## src/hdl/alu_defines.svh

```systemverilog
// Width and register map macros shared by the ALU RTL and its testbench
`ifndef ALU_DEFINES_SVH
`define ALU_DEFINES_SVH

// Operand and result width, the prefix tree is generated from this
`define ALU_WIDTH 18

// Wishbone data and word address widths
`define WB_DATA_WIDTH 32
`define WB_ADDR_WIDTH 3

// Word addresses of the register map
`define REG_OP_A   3'd0
`define REG_OP_B   3'd1
`define REG_CTRL   3'd2
`define REG_RESULT 3'd3
`define REG_STATUS 3'd4

`endif

```

## src/hdl/alu_pkg.sv

```systemverilog
// Arithmetic types used by the ALU core and by the bus register block that feeds it
package alu_pkg;

	// Opcode taken from the low two bits of the control register
	typedef enum logic [1:0] {
		OP_ADD  = 2'd0,
		OP_ADDC = 2'd1,
		OP_SUB  = 2'd2,
		OP_INC  = 2'd3
	} alu_op_t;

	// Flags registered together with each result
	// carry means no borrow after a subtract
	typedef struct packed {
		logic carry;
		logic zero;
		logic overflow;
	} alu_flags_t;

endpackage

```

## src/hdl/wb_pkg.sv

```systemverilog
// Bus-side types for the Wishbone register block: address map view and slave state
`include "alu_defines.svh"

package wb_pkg;

	// Word address decoded as a register name
	typedef enum logic [`WB_ADDR_WIDTH-1:0] {
		ADDR_OP_A   = `REG_OP_A,
		ADDR_OP_B   = `REG_OP_B,
		ADDR_CTRL   = `REG_CTRL,
		ADDR_RESULT = `REG_RESULT,
		ADDR_STATUS = `REG_STATUS
	} reg_addr_t;

	// Slave FSM, one ack cycle per request
	typedef enum logic {
		ST_IDLE = 1'b0,
		ST_ACK  = 1'b1
	} wb_state_t;

endpackage

```

## src/hdl/lf_prefix_tree.sv

```systemverilog
// Ladner-Fischer prefix network turning bit propagate and generate into group carries
`timescale 1ns/1ps
`include "alu_defines.svh"

module lf_prefix_tree (
	input  logic [`ALU_WIDTH-1:0] prop,
	input  logic [`ALU_WIDTH-1:0] gen,
	output logic [`ALU_WIDTH-1:0] carries
);

	localparam int W = `ALU_WIDTH;
	localparam int LEVELS = $clog2(W);

	// Group generate and propagate after each level, level 0 is the input
	wire [W-1:0] gl [0:LEVELS];
	wire [W-1:0] pl [0:LEVELS];

	assign gl[0] = gen;
	assign pl[0] = prop;

	genvar k, i;
	generate
		// Sklansky-style levels over odd positions only
		for (k = 1; k <= LEVELS; k++) begin : g_level
			for (i = 0; i < W; i++) begin : g_bit
				if ((i % 2 == 1) && (((i >> (k - 1)) & 1) == 1)) begin : g_cell
					// Top of the lower half of this 2^k block
					localparam int J = ((i >> (k - 1)) << (k - 1)) - 1;

					assign gl[k][i] = gl[k-1][i] | (pl[k-1][i] & gl[k-1][J]);
					if ((i >> k) == 0) begin : g_grey
						// Group now reaches bit 0, propagate is no longer needed
						assign pl[k][i] = 1'b0;
					end else begin : g_black
						assign pl[k][i] = pl[k-1][i] & pl[k-1][J];
					end
				end else begin : g_pass
					assign gl[k][i] = gl[k-1][i];
					assign pl[k][i] = pl[k-1][i];
				end
			end
		end

		// Bit 0 is its own group
		assign carries[0] = gl[LEVELS][0];

		// Extra grey stage fills in the even positions from their odd neighbour
		for (i = 1; i < W; i++) begin : g_final
			if (i % 2 == 0) begin : g_even
				assign carries[i] = gl[LEVELS][i] | (pl[LEVELS][i] & gl[LEVELS][i-1]);
			end else begin : g_odd
				assign carries[i] = gl[LEVELS][i];
			end
		end
	endgenerate

endmodule

```

## src/hdl/prefix_adder.sv

```systemverilog
// Parallel-prefix adder: bit pre-computation, Ladner-Fischer tree and sum/carry-out
`timescale 1ns/1ps
`include "alu_defines.svh"

module prefix_adder (
	input  logic [`ALU_WIDTH-1:0] operand_a,
	input  logic [`ALU_WIDTH-1:0] operand_b,
	input  logic                  carry_in,
	output logic [`ALU_WIDTH-1:0] sum,
	output logic                  carry_out
);

	localparam int W = `ALU_WIDTH;

	// Propagate and generate shifted up by one, carry-in sits at position 0
	logic [W:0]   p_ext;
	logic [W:0]   g_ext;
	// carries[n] is the carry into operand bit n
	logic [W-1:0] carries;

	assign p_ext = {operand_a ^ operand_b, 1'b0};
	assign g_ext = {operand_a & operand_b, carry_in};

	lf_prefix_tree i_tree (
		.prop    (p_ext[W-1:0]),
		.gen     (g_ext[W-1:0]),
		.carries (carries)
	);

	assign sum = p_ext[W:1] ^ carries;

	// Top bit folded onto the group below it
	assign carry_out = g_ext[W] | (p_ext[W] & carries[W-1]);

endmodule

```

## src/hdl/alu_core.sv

```systemverilog
// Arithmetic core: conditions operands per opcode and registers result and flags on start
`timescale 1ns/1ps
`include "alu_defines.svh"

module alu_core (
	input  logic                  clk,
	input  logic                  reset,
	input  logic                  start,
	input  alu_pkg::alu_op_t      op,
	input  logic [`ALU_WIDTH-1:0] op_a,
	input  logic [`ALU_WIDTH-1:0] op_b,
	output logic [`ALU_WIDTH-1:0] result,
	output alu_pkg::alu_flags_t   flags,
	output logic                  done
);

	import alu_pkg::*;

	localparam int W = `ALU_WIDTH;

	logic [W-1:0] operand_b;
	logic         carry_in;
	logic [W-1:0] sum;
	logic         carry_out;
	logic         overflow;

	// Subtract is a + ~b + 1, increment is a + 0 + 1
	always_comb begin
		operand_b = op_b;
		carry_in  = 1'b0;
		case (op)
			OP_ADD: begin
				operand_b = op_b;
				carry_in  = 1'b0;
			end
			OP_ADDC: begin
				operand_b = op_b;
				carry_in  = flags.carry;
			end
			OP_SUB: begin
				operand_b = ~op_b;
				carry_in  = 1'b1;
			end
			OP_INC: begin
				operand_b = '0;
				carry_in  = 1'b1;
			end
		endcase
	end

	prefix_adder i_adder (
		.operand_a (op_a),
		.operand_b (operand_b),
		.carry_in  (carry_in),
		.sum       (sum),
		.carry_out (carry_out)
	);

	// Same-sign operands giving a sum of the other sign
	assign overflow = (op_a[W-1] == operand_b[W-1]) && (sum[W-1] != op_a[W-1]);

	always_ff @(posedge clk) begin
		if (reset) begin
			result <= '0;
			flags  <= '0;
			done   <= 1'b0;
		end else begin
			done <= start;
			if (start) begin
				result         <= sum;
				flags.carry    <= carry_out;
				flags.zero     <= ~|sum;
				flags.overflow <= overflow;
			end
		end
	end

endmodule

```

## src/hdl/wb_alu_regs.sv

```systemverilog
// Wishbone classic slave holding the ALU operand, control, result and status registers
`timescale 1ns/1ps
`include "alu_defines.svh"

module wb_alu_regs (
	input  logic                      clk,
	input  logic                      reset,
	input  logic                      wb_cyc,
	input  logic                      wb_stb,
	input  logic                      wb_we,
	input  logic [`WB_ADDR_WIDTH-1:0] wb_adr,
	input  logic [`WB_DATA_WIDTH-1:0] wb_wdata,
	output logic [`WB_DATA_WIDTH-1:0] wb_rdata,
	output logic                      wb_ack,
	output logic [`ALU_WIDTH-1:0]     op_a,
	output logic [`ALU_WIDTH-1:0]     op_b,
	output alu_pkg::alu_op_t          op,
	output logic                      start,
	input  logic [`ALU_WIDTH-1:0]     result,
	input  alu_pkg::alu_flags_t       flags,
	input  logic                      done
);

	import alu_pkg::*;
	import wb_pkg::*;

	localparam int W  = `ALU_WIDTH;
	localparam int DW = `WB_DATA_WIDTH;

	wb_state_t       state;
	reg_addr_t       addr;
	logic            req;
	logic            wr_en;
	logic            done_sticky;
	logic [DW-1:0]   read_mux;

	assign addr  = reg_addr_t'(wb_adr);
	// A new request is only taken while idle
	assign req   = wb_cyc && wb_stb && (state == ST_IDLE);
	assign wr_en = req && wb_we;

	assign wb_ack = (state == ST_ACK);

	always_ff @(posedge clk) begin
		if (reset) begin
			state       <= ST_IDLE;
			op_a        <= '0;
			op_b        <= '0;
			op          <= OP_ADD;
			start       <= 1'b0;
			done_sticky <= 1'b0;
		end else begin
			start <= 1'b0;
			case (state)
				ST_IDLE: begin
					if (wb_cyc && wb_stb)
						state <= ST_ACK;
				end
				ST_ACK: state <= ST_IDLE;
			endcase

			if (done)
				done_sticky <= 1'b1;

			// Operand writes below win over a done in the same cycle
			if (wr_en) begin
				case (addr)
					ADDR_OP_A: begin
						op_a        <= wb_wdata[W-1:0];
						done_sticky <= 1'b0;
					end
					ADDR_OP_B: begin
						op_b        <= wb_wdata[W-1:0];
						done_sticky <= 1'b0;
					end
					ADDR_CTRL: begin
						op    <= alu_op_t'(wb_wdata[1:0]);
						start <= 1'b1;
					end
					default: ;
				endcase
			end
		end
	end

	// Status done also shows the live pulse, so a read right after an op sees it
	always_comb begin
		read_mux = '0;
		case (addr)
			ADDR_OP_A:   read_mux = DW'(op_a);
			ADDR_OP_B:   read_mux = DW'(op_b);
			ADDR_CTRL:   read_mux = DW'(op);
			ADDR_RESULT: read_mux = DW'(result);
			ADDR_STATUS: read_mux = DW'({done_sticky | done, flags.overflow,
				flags.zero, flags.carry});
			default:     read_mux = '0;
		endcase
	end

	// Read data captured with the request, valid during the ack cycle
	always_ff @(posedge clk) begin
		if (req)
			wb_rdata <= read_mux;
	end

endmodule

```

## src/hdl/alu_top.sv

```systemverilog
// Top level of the ALU peripheral: Wishbone register block driving the arithmetic core
`timescale 1ns/1ps
`include "alu_defines.svh"

module alu_top (
	input  logic                      clk,
	input  logic                      reset,
	input  logic                      wb_cyc,
	input  logic                      wb_stb,
	input  logic                      wb_we,
	input  logic [`WB_ADDR_WIDTH-1:0] wb_adr,
	input  logic [`WB_DATA_WIDTH-1:0] wb_wdata,
	output logic [`WB_DATA_WIDTH-1:0] wb_rdata,
	output logic                      wb_ack
);

	import alu_pkg::*;

	logic [`ALU_WIDTH-1:0] op_a;
	logic [`ALU_WIDTH-1:0] op_b;
	logic [`ALU_WIDTH-1:0] result;
	alu_op_t               op;
	alu_flags_t            flags;
	logic                  start;
	logic                  done;

	wb_alu_regs i_regs (
		.clk      (clk),
		.reset    (reset),
		.wb_cyc   (wb_cyc),
		.wb_stb   (wb_stb),
		.wb_we    (wb_we),
		.wb_adr   (wb_adr),
		.wb_wdata (wb_wdata),
		.wb_rdata (wb_rdata),
		.wb_ack   (wb_ack),
		.op_a     (op_a),
		.op_b     (op_b),
		.op       (op),
		.start    (start),
		.result   (result),
		.flags    (flags),
		.done     (done)
	);

	alu_core i_core (
		.clk    (clk),
		.reset  (reset),
		.start  (start),
		.op     (op),
		.op_a   (op_a),
		.op_b   (op_b),
		.result (result),
		.flags  (flags),
		.done   (done)
	);

endmodule

```

## config.mk

```make
export PLATFORM = sky130hd
export DESIGN_NAME = alu_top
export DESIGN_NICKNAME = d
export VERILOG_FILES = /design/src/hdl/alu_pkg.sv /design/src/hdl/wb_pkg.sv /design/src/hdl/lf_prefix_tree.sv /design/src/hdl/prefix_adder.sv /design/src/hdl/alu_core.sv /design/src/hdl/wb_alu_regs.sv /design/src/hdl/alu_top.sv
export VERILOG_INCLUDE_DIRS = /design/src /design/src/hdl
export SDC_FILE = /design/constraint.sdc
export NUM_CORES = 1
export LEC_CHECK = 0
export BUFFER_PORTS_ARGS = -buffer_cell sky130_fd_sc_hd__buf_2
export CORE_MARGIN = 1
export CORE_UTILIZATION = 40
export DETAILED_ROUTE_END_ITERATION = 6
export MAX_ROUTING_LAYER = met4
export PLACE_DENSITY = 0.7
export SYNTH_ARGS = -nofsm -noshare
export SYNTH_HDL_FRONTEND = slang
export SYNTH_HIERARCHICAL = 1
export SYNTH_SLANG_ARGS = --single-unit
```

## constraint.sdc

```tcl
create_clock -name clk -period 3.8 [get_ports clk]
set_input_delay 0.76 -clock clk [delete_from_list [all_inputs] [get_ports clk]]
set_output_delay 0.76 -clock clk [all_outputs]
set_load 0.02 [all_outputs]
```

==> Word-level counts from Yosys, hierarchy flattened <==
Index checks and enable logic that the tools add are counted.
{ "op_classes": {"n_reduce_logical": 15, "bitwise": 82, "eq_ne": 9, "n_mux": 9} }
{ "ops": {"columns": ["op", "count"], "rows": [
  ["one-hot mux 18 bit (5 select lines)", 1],
  ["one-hot mux 18 bit (3 select lines)", 1],
  ["bitwise AND 1 bit", 44],
  ["bitwise XOR 18 bit", 2],
  ["bitwise OR 1 bit", 32],
  ["bitwise AND 18 bit", 1],
  ["NOT 18 bit", 1],
  ["OR reduction 18 bit", 1],
  ["OR reduction 2 bit", 4],
  ["equality test 3 x 2 -> 1 bit (second input constant)", 2],
  ["AND reduction 2 bit", 3],
  ["two-way mux 1 bit", 5],
  ["equality test 2 bit (second input constant)", 2],
  ["logical AND 1 bit", 4],
  ["equality test 3 x 1 -> 1 bit (second input constant)", 1],
  ["equality test 3 bit (second input constant)", 1],
  ["logical NOT 3 bit", 1],
  ["one-hot mux 1 bit (3 select lines)", 1],
  ["equality test 2 x 1 -> 1 bit (second input constant)", 1],
  ["logical NOT 2 bit", 1],
  ["NOT 1 bit", 2],
  ["one-hot mux 1 bit (2 select lines)", 1],
  ["equality test 1 bit", 1],
  ["logical NOT 1 bit", 1],
  ["inequality test 1 bit", 1]
]} }
{ "word_totals": {"ff_bits": 95, "elab_cells": 127} }

==> Longest topological paths before layout <==
{ "logic_depth": {"depth_word": 17, "ltp_mapped": 15, "ltp_nobuf": 13} }

==> Cells and area by module <==
The synthesis kept the hierarchy.
{ "by_module_without_submodules": {"columns": ["module", "area_per_inst_um2", "cells_each", "instances", "seq_area_each_um2"], "rows": [
  ["wb_alu_regs", 2860.2, 265, 1, 1361.3],
  ["alu_core", 1037.2, 106, 1, 440.4],
  ["prefix_adder", 385.4, 36, 1, 0.0],
  ["lf_prefix_tree", 275.3, 41, 1, 0.0]
]} }

==> Worst setup path after synthesis <==
No wires, ideal clock.
{ "synth_path": {"path_kind": "register to register", "startpoint": "reg i_regs.op[0]", "endpoint": "reg i_core/flags[0] (netlist name)", "t_arrival_ns": 3.491, "path_slack_ns": 0.221, "stages_incl_launch_ff": 15, "path_buffers": 2, "setup_time_ns": 0.088, "path_cell_list": "dfxtp_1 -> nand2b_1 -> clkbuf_1 -> clkbuf_1 -> mux2i_1 -> ha_1 -> a21o_1 -> a22o_1 -> a41oi_2 -> o21ai_2 -> a41oi_2 -> o31ai_2 -> fa_1 -> a211o_1 -> a311oi_2"} }
{ "synth_between": {"elab_chain_len": 17} }
{ "synth_lines": {"columns": ["item", "line_no", "text"], "rows": [
  ["start: declaration", "wb_alu_regs.sv:17", "output alu_pkg::alu_op_t op,"],
  ["start signal: assignment", "wb_alu_regs.sv:77", "op <= alu_op_t'(wb_wdata[1:0]);"],
  ["equality test 2 x 1 -> 1 bit / logical NOT 2 bit (equally long branches)", "alu_core.sv:31", "case (op)"],
  ["OR reduction 2 bit (no line)", null, null],
  ["one-hot mux 18 bit (3 select lines) *", "alu_core.sv:31", null],
  ["via i_core.operand_b[0]", "alu_core.sv:21", "logic [W-1:0] operand_b;"],
  ["bitwise XOR 18 bit *", "prefix_adder.sv:21", "assign p_ext = {operand_a ^ operand_b, 1'b0};"],
  ["via i_core.i_adder.p_ext[1]", "prefix_adder.sv:16", "logic [W:0] p_ext;"],
  ["bitwise AND 1 bit *", "lf_prefix_tree.sv:30", "assign gl[k][i] = gl[k-1][i] | (pl[k-1][i] & gl[k-1][J]);"],
  ["bitwise OR 1 bit *", "lf_prefix_tree.sv:30", null],
  ["via i_core.i_adder.carries[1]", "prefix_adder.sv:19", "logic [W-1:0] carries;"],
  ["(+5 left out)", null, null],
  ["bitwise OR 1 bit *", "lf_prefix_tree.sv:30", null],
  ["bitwise AND 1 bit *", "lf_prefix_tree.sv:30", null],
  ["bitwise OR 1 bit *", "lf_prefix_tree.sv:30", null],
  ["via i_core.i_adder.carries[17]", "prefix_adder.sv:19", null],
  ["bitwise XOR 18 bit *", "prefix_adder.sv:30", "assign sum = p_ext[W:1] ^ carries;"],
  ["via i_core.sum[17]", "alu_core.sv:23", "logic [W-1:0] sum;"],
  ["inequality test 1 bit *", "alu_core.sv:60", "assign overflow = (op_a[W-1] == operand_b[W-1]) && (sum[W-1] != op_a[W-1]);"],
  ["logical AND 1 bit *", "alu_core.sv:60", null]
]} }
Mark *: on every way through the listed nets, which the timed path passes. The rest lies on a longest branch.
A chain may end at the register's enable or synchronous reset.

==> Worst setup path after layout <==
{ "layout_path": {"startpoint": "reg i_regs.op[0]", "endpoint": "reg i_core/flags[0] (netlist name)"} }
{ "layout_between": {"elab_chain_len": 17} }
{ "layout_lines": {"columns": ["item", "line_no"], "rows": [
  ["equality test 2 x 1 -> 1 bit / logical NOT 2 bit (equally long branches)", "alu_core.sv:31"],
  ["OR reduction 2 bit (no line)", null],
  ["one-hot mux 18 bit (3 select lines) *", "alu_core.sv:31"],
  ["via i_core.operand_b[0]", "alu_core.sv:21"],
  ["bitwise XOR 18 bit *", "prefix_adder.sv:21"],
  ["via i_core.i_adder.p_ext[1]", "prefix_adder.sv:16"],
  ["bitwise AND 1 bit *", "lf_prefix_tree.sv:30"],
  ["bitwise OR 1 bit *", "lf_prefix_tree.sv:30"],
  ["via i_core.i_adder.carries[1]", "prefix_adder.sv:19"],
  ["(+5 left out)", null],
  ["bitwise OR 1 bit *", "lf_prefix_tree.sv:30"],
  ["bitwise AND 1 bit *", "lf_prefix_tree.sv:30"],
  ["bitwise OR 1 bit *", "lf_prefix_tree.sv:30"],
  ["via i_core.i_adder.carries[17]", "prefix_adder.sv:19"],
  ["bitwise XOR 18 bit *", "prefix_adder.sv:30"],
  ["via i_core.sum[17]", "alu_core.sv:23"],
  ["inequality test 1 bit *", "alu_core.sv:60"],
  ["logical AND 1 bit *", "alu_core.sv:60"]
]} }
Marked as above.

==> impl_metrics.json <==
{
  "grt_max_degree": 35,
  "setup.worst_path.class": "flop to flop",
  "drv_slew": 0,
  "cts_inserted_buffers": 9,
  "overflow": 0,
  "gpl.final_weighted_congestion": 0.8886,
  "postSynthCellCount": 447,
  "cts.reportedPaths.clkPinSlew_ns": 0.06,
  "design.portCount": 73,
  "first_global_vias": 3283,
  "slew-limit-headroom_pct": 32.95,
  "cts-root-to-sink-buffers": 2,
  "initialDrtViolationCount": 171,
  "timing.max_cap.violations": 0,
  "clock_tree_from_tritoncts": "yes",
  "wire_per_inst_um": 15.84,
  "multi_input_comb_area_um2": 2551,
  "post_route_cells_drive_above_1_share_pct": 19.59,
  "total_power_of_the_final_layout_mw": 2.004,
  "setup_violations": 0,
  "worst_clock_skew_ns": 0.006182,
  "worst_ep_required_time_ns": 4.06,
  "power_density_cells_nw_per_um2": 386.7,
  "grt_pass1_wl_um": 16390,
  "clock_insertion_delay_worst_skew_ns": 0.34,
  "unrepaired_setup_endpoints_after_global_routing": "false",
  "cts-hold-fix-buffers": 0,
  "critPathArrivalTime_ns": 3.78,
  "cts_root_buf": "clkbuf_16",
  "cts_post_setup_buffers_inserted": 0,
  "initial_utilization_pct": 41.47,
  "route.vias.total": 3312,
  "vdd_drop_max_v": 0.0002507,
  "fin_cells": 630,
  "hold_path_class": "flop to flop",
  "synth.yosys.warnings": 6,
  "initial_antenna_violation_count": 0,
  "core_region_area_um2": 10980,
  "ant_nets": 0,
  "placedCellCount": 614,
  "hold_slack_ns": 0.4765,
  "worstSetupEndpointType": "flop",
  "place.detailed.hpwl_um": 7257,
  "final_core_utilization_pct": 47.19,
  "design.final.nets": 543,
  "sink_count": 81,
  "ctsHtreeMaxLevel": 3,
  "setup_tns_ns": 0,
  "totalWireLength_um": 9977,
  "post_route_clock_period_utilization_pct": 92.84,
  "detail_route.drc_violations": 0,
  "outcome": "complete, no violations",
  "placement_rows": 38,
  "power.static_leakage_nw": 2.323,
  "area_growth_syn_to_fin_pct": 13.79,
  "final_period_minus_worst_setup_slack_ns": 3.528,
  "firstDrtPassIters": 4,
  "num-fill-cells": 966,
  "critical_path.startpoint_type": "flop",
  "hold_violations": 0,
  "cts_repair_resize_count": 0,
  "die_height_um": 108.7,
  "port-buffer-count": 44,
  "crit_fanout": 6,
  "antenna_cells_inserted": 0,
  "fmaxAchievable_ghz": 0.2834,
  "die_area_um2": 11820,
  "synthesis.area_um2": 4554,
  "grtUsageTotal_pct": 18.90,
  "max_slew.worst_pin.slew_ns": 1.004,
  "final-seq-area_um2": 1802,
  "post_synth.cell_area_avg_um2": 10.19,
  "post_drt_via_cell_ratio": 5.257,
  "dieWidth_um": 108.7
}
## placed cells by master, fill, tap and decap left out, types with 2 or more instances in the layout
| master | count |
|---|---|
| nor3_4 | 2 |
| nand2b_1 | 59 |
| buf_4 | 11 |
| o211ai_1 | 2 |
| xor2_1 | 17 |
| o21bai_1 | 2 |
| ha_1 | 17 |
| bufinv_16 | 3 |
| mux2_2 | 15 |
| a22oi_1 | 17 |
| mux2i_1 | 75 |
| nand3_1 | 7 |
| inv_1 | 4 |
| nand4_1 | 3 |
| nor4_1 | 4 |
| a21oi_1 | 6 |
| dfxtp_1 | 63 |
| nor3b_1 | 2 |
| o21ai_0 | 2 |
| nor2_1 | 42 |
| edfxtp_1 | 18 |
| a21o_1 | 12 |
| a41oi_2 | 2 |
| nor2b_1 | 2 |
| nand2_1 | 10 |
| clkbuf_16 | 9 |
| conb_1 | 14 |
| nor3_1 | 3 |
| clkinv_2 | 2 |
| buf_2 | 44 |
## power by group
group          switching, mW  total (mW)  internal, mW
Sequential           0.00496       0.893         0.888
Clock                  0.339       0.978         0.639
Combinational         0.0861       0.133        0.0466
Total                  0.430        2.00          1.57
## worst max-delay path: stages, from the launching register on
cell and delay (ns):
dfxtp_1 0.40, nand2b_2 0.23, mux2i_1 0.10, ha_1 0.32, a21o_1 0.18, a22o_1 0.23, a41oi_2 0.18, o21ai_2 0.29
a41oi_2 0.20, o31ai_2 0.27, fa_1 0.51, a211o_1 0.31, a311oi_2 0.22
## path summary, 6_finish.rpt
| path | slack [ns] | endpoint | depth (start not counted) | from |
|---|---|---|---|---|
| setup reg to reg | 0.27 | i_core/flags[0] | 12 | i_regs/op[0] |
| hold reg to reg | 0.48 | i_regs/wb_ack | 1 | i_regs/wb_ack |
| setup / recovery | 0.27 | i_core/flags[0] | 12 | i_regs/op[0] |
| hold / removal | 0.48 | i_regs/wb_ack | 1 | i_regs/wb_ack |
## state kept, by name (all words and copies together), names as in the netlist
| register | flops |
|---|---|
| i_core/done | 1 |
| i_regs/start | 1 |
| i_regs/op_b | 18 |
| i_core/result | 18 |
| i_regs/done_sticky | 1 |
| i_regs/op | 2 |
| i_regs/op_a | 18 |
| i_core/flags | 3 |
| i_regs/wb_ack | 1 |
| i_regs/wb_rdata | 18 |
## metrics by stage
stage          instance area (um2)  setup slack [ns]
2_1_floorplan                 4603            0.2207
3_3_place_gp                  4843            0.2818
3_5_place_dp                  4843            0.2274
4_1_cts                       5180            0.1856
5_1_grt                       5182           0.06732
6_report                      5182            0.2720
## final cells by class
cell class                 instances  share of cell area [%]
multi-input combinational        334                   49.23
clock buffer                      10                   4.418
clock inverter                     6                   2.076
tap                              140                   3.380
inverter                           4                  0.2897
timing repair buffer              55                   5.843
sequential                        81                   34.77
## per-layer routing
metal  vias up  share of wire [%]  global-route usage, %
li1       1628                  -                      -
met4         0                2.5                  8.784
met2       107                 46                  30.02
met1      1557                 46                  23.39
met3        20                5.1                  3.228
met5         -                  0                      -
(Power assumes the default switching activity.)
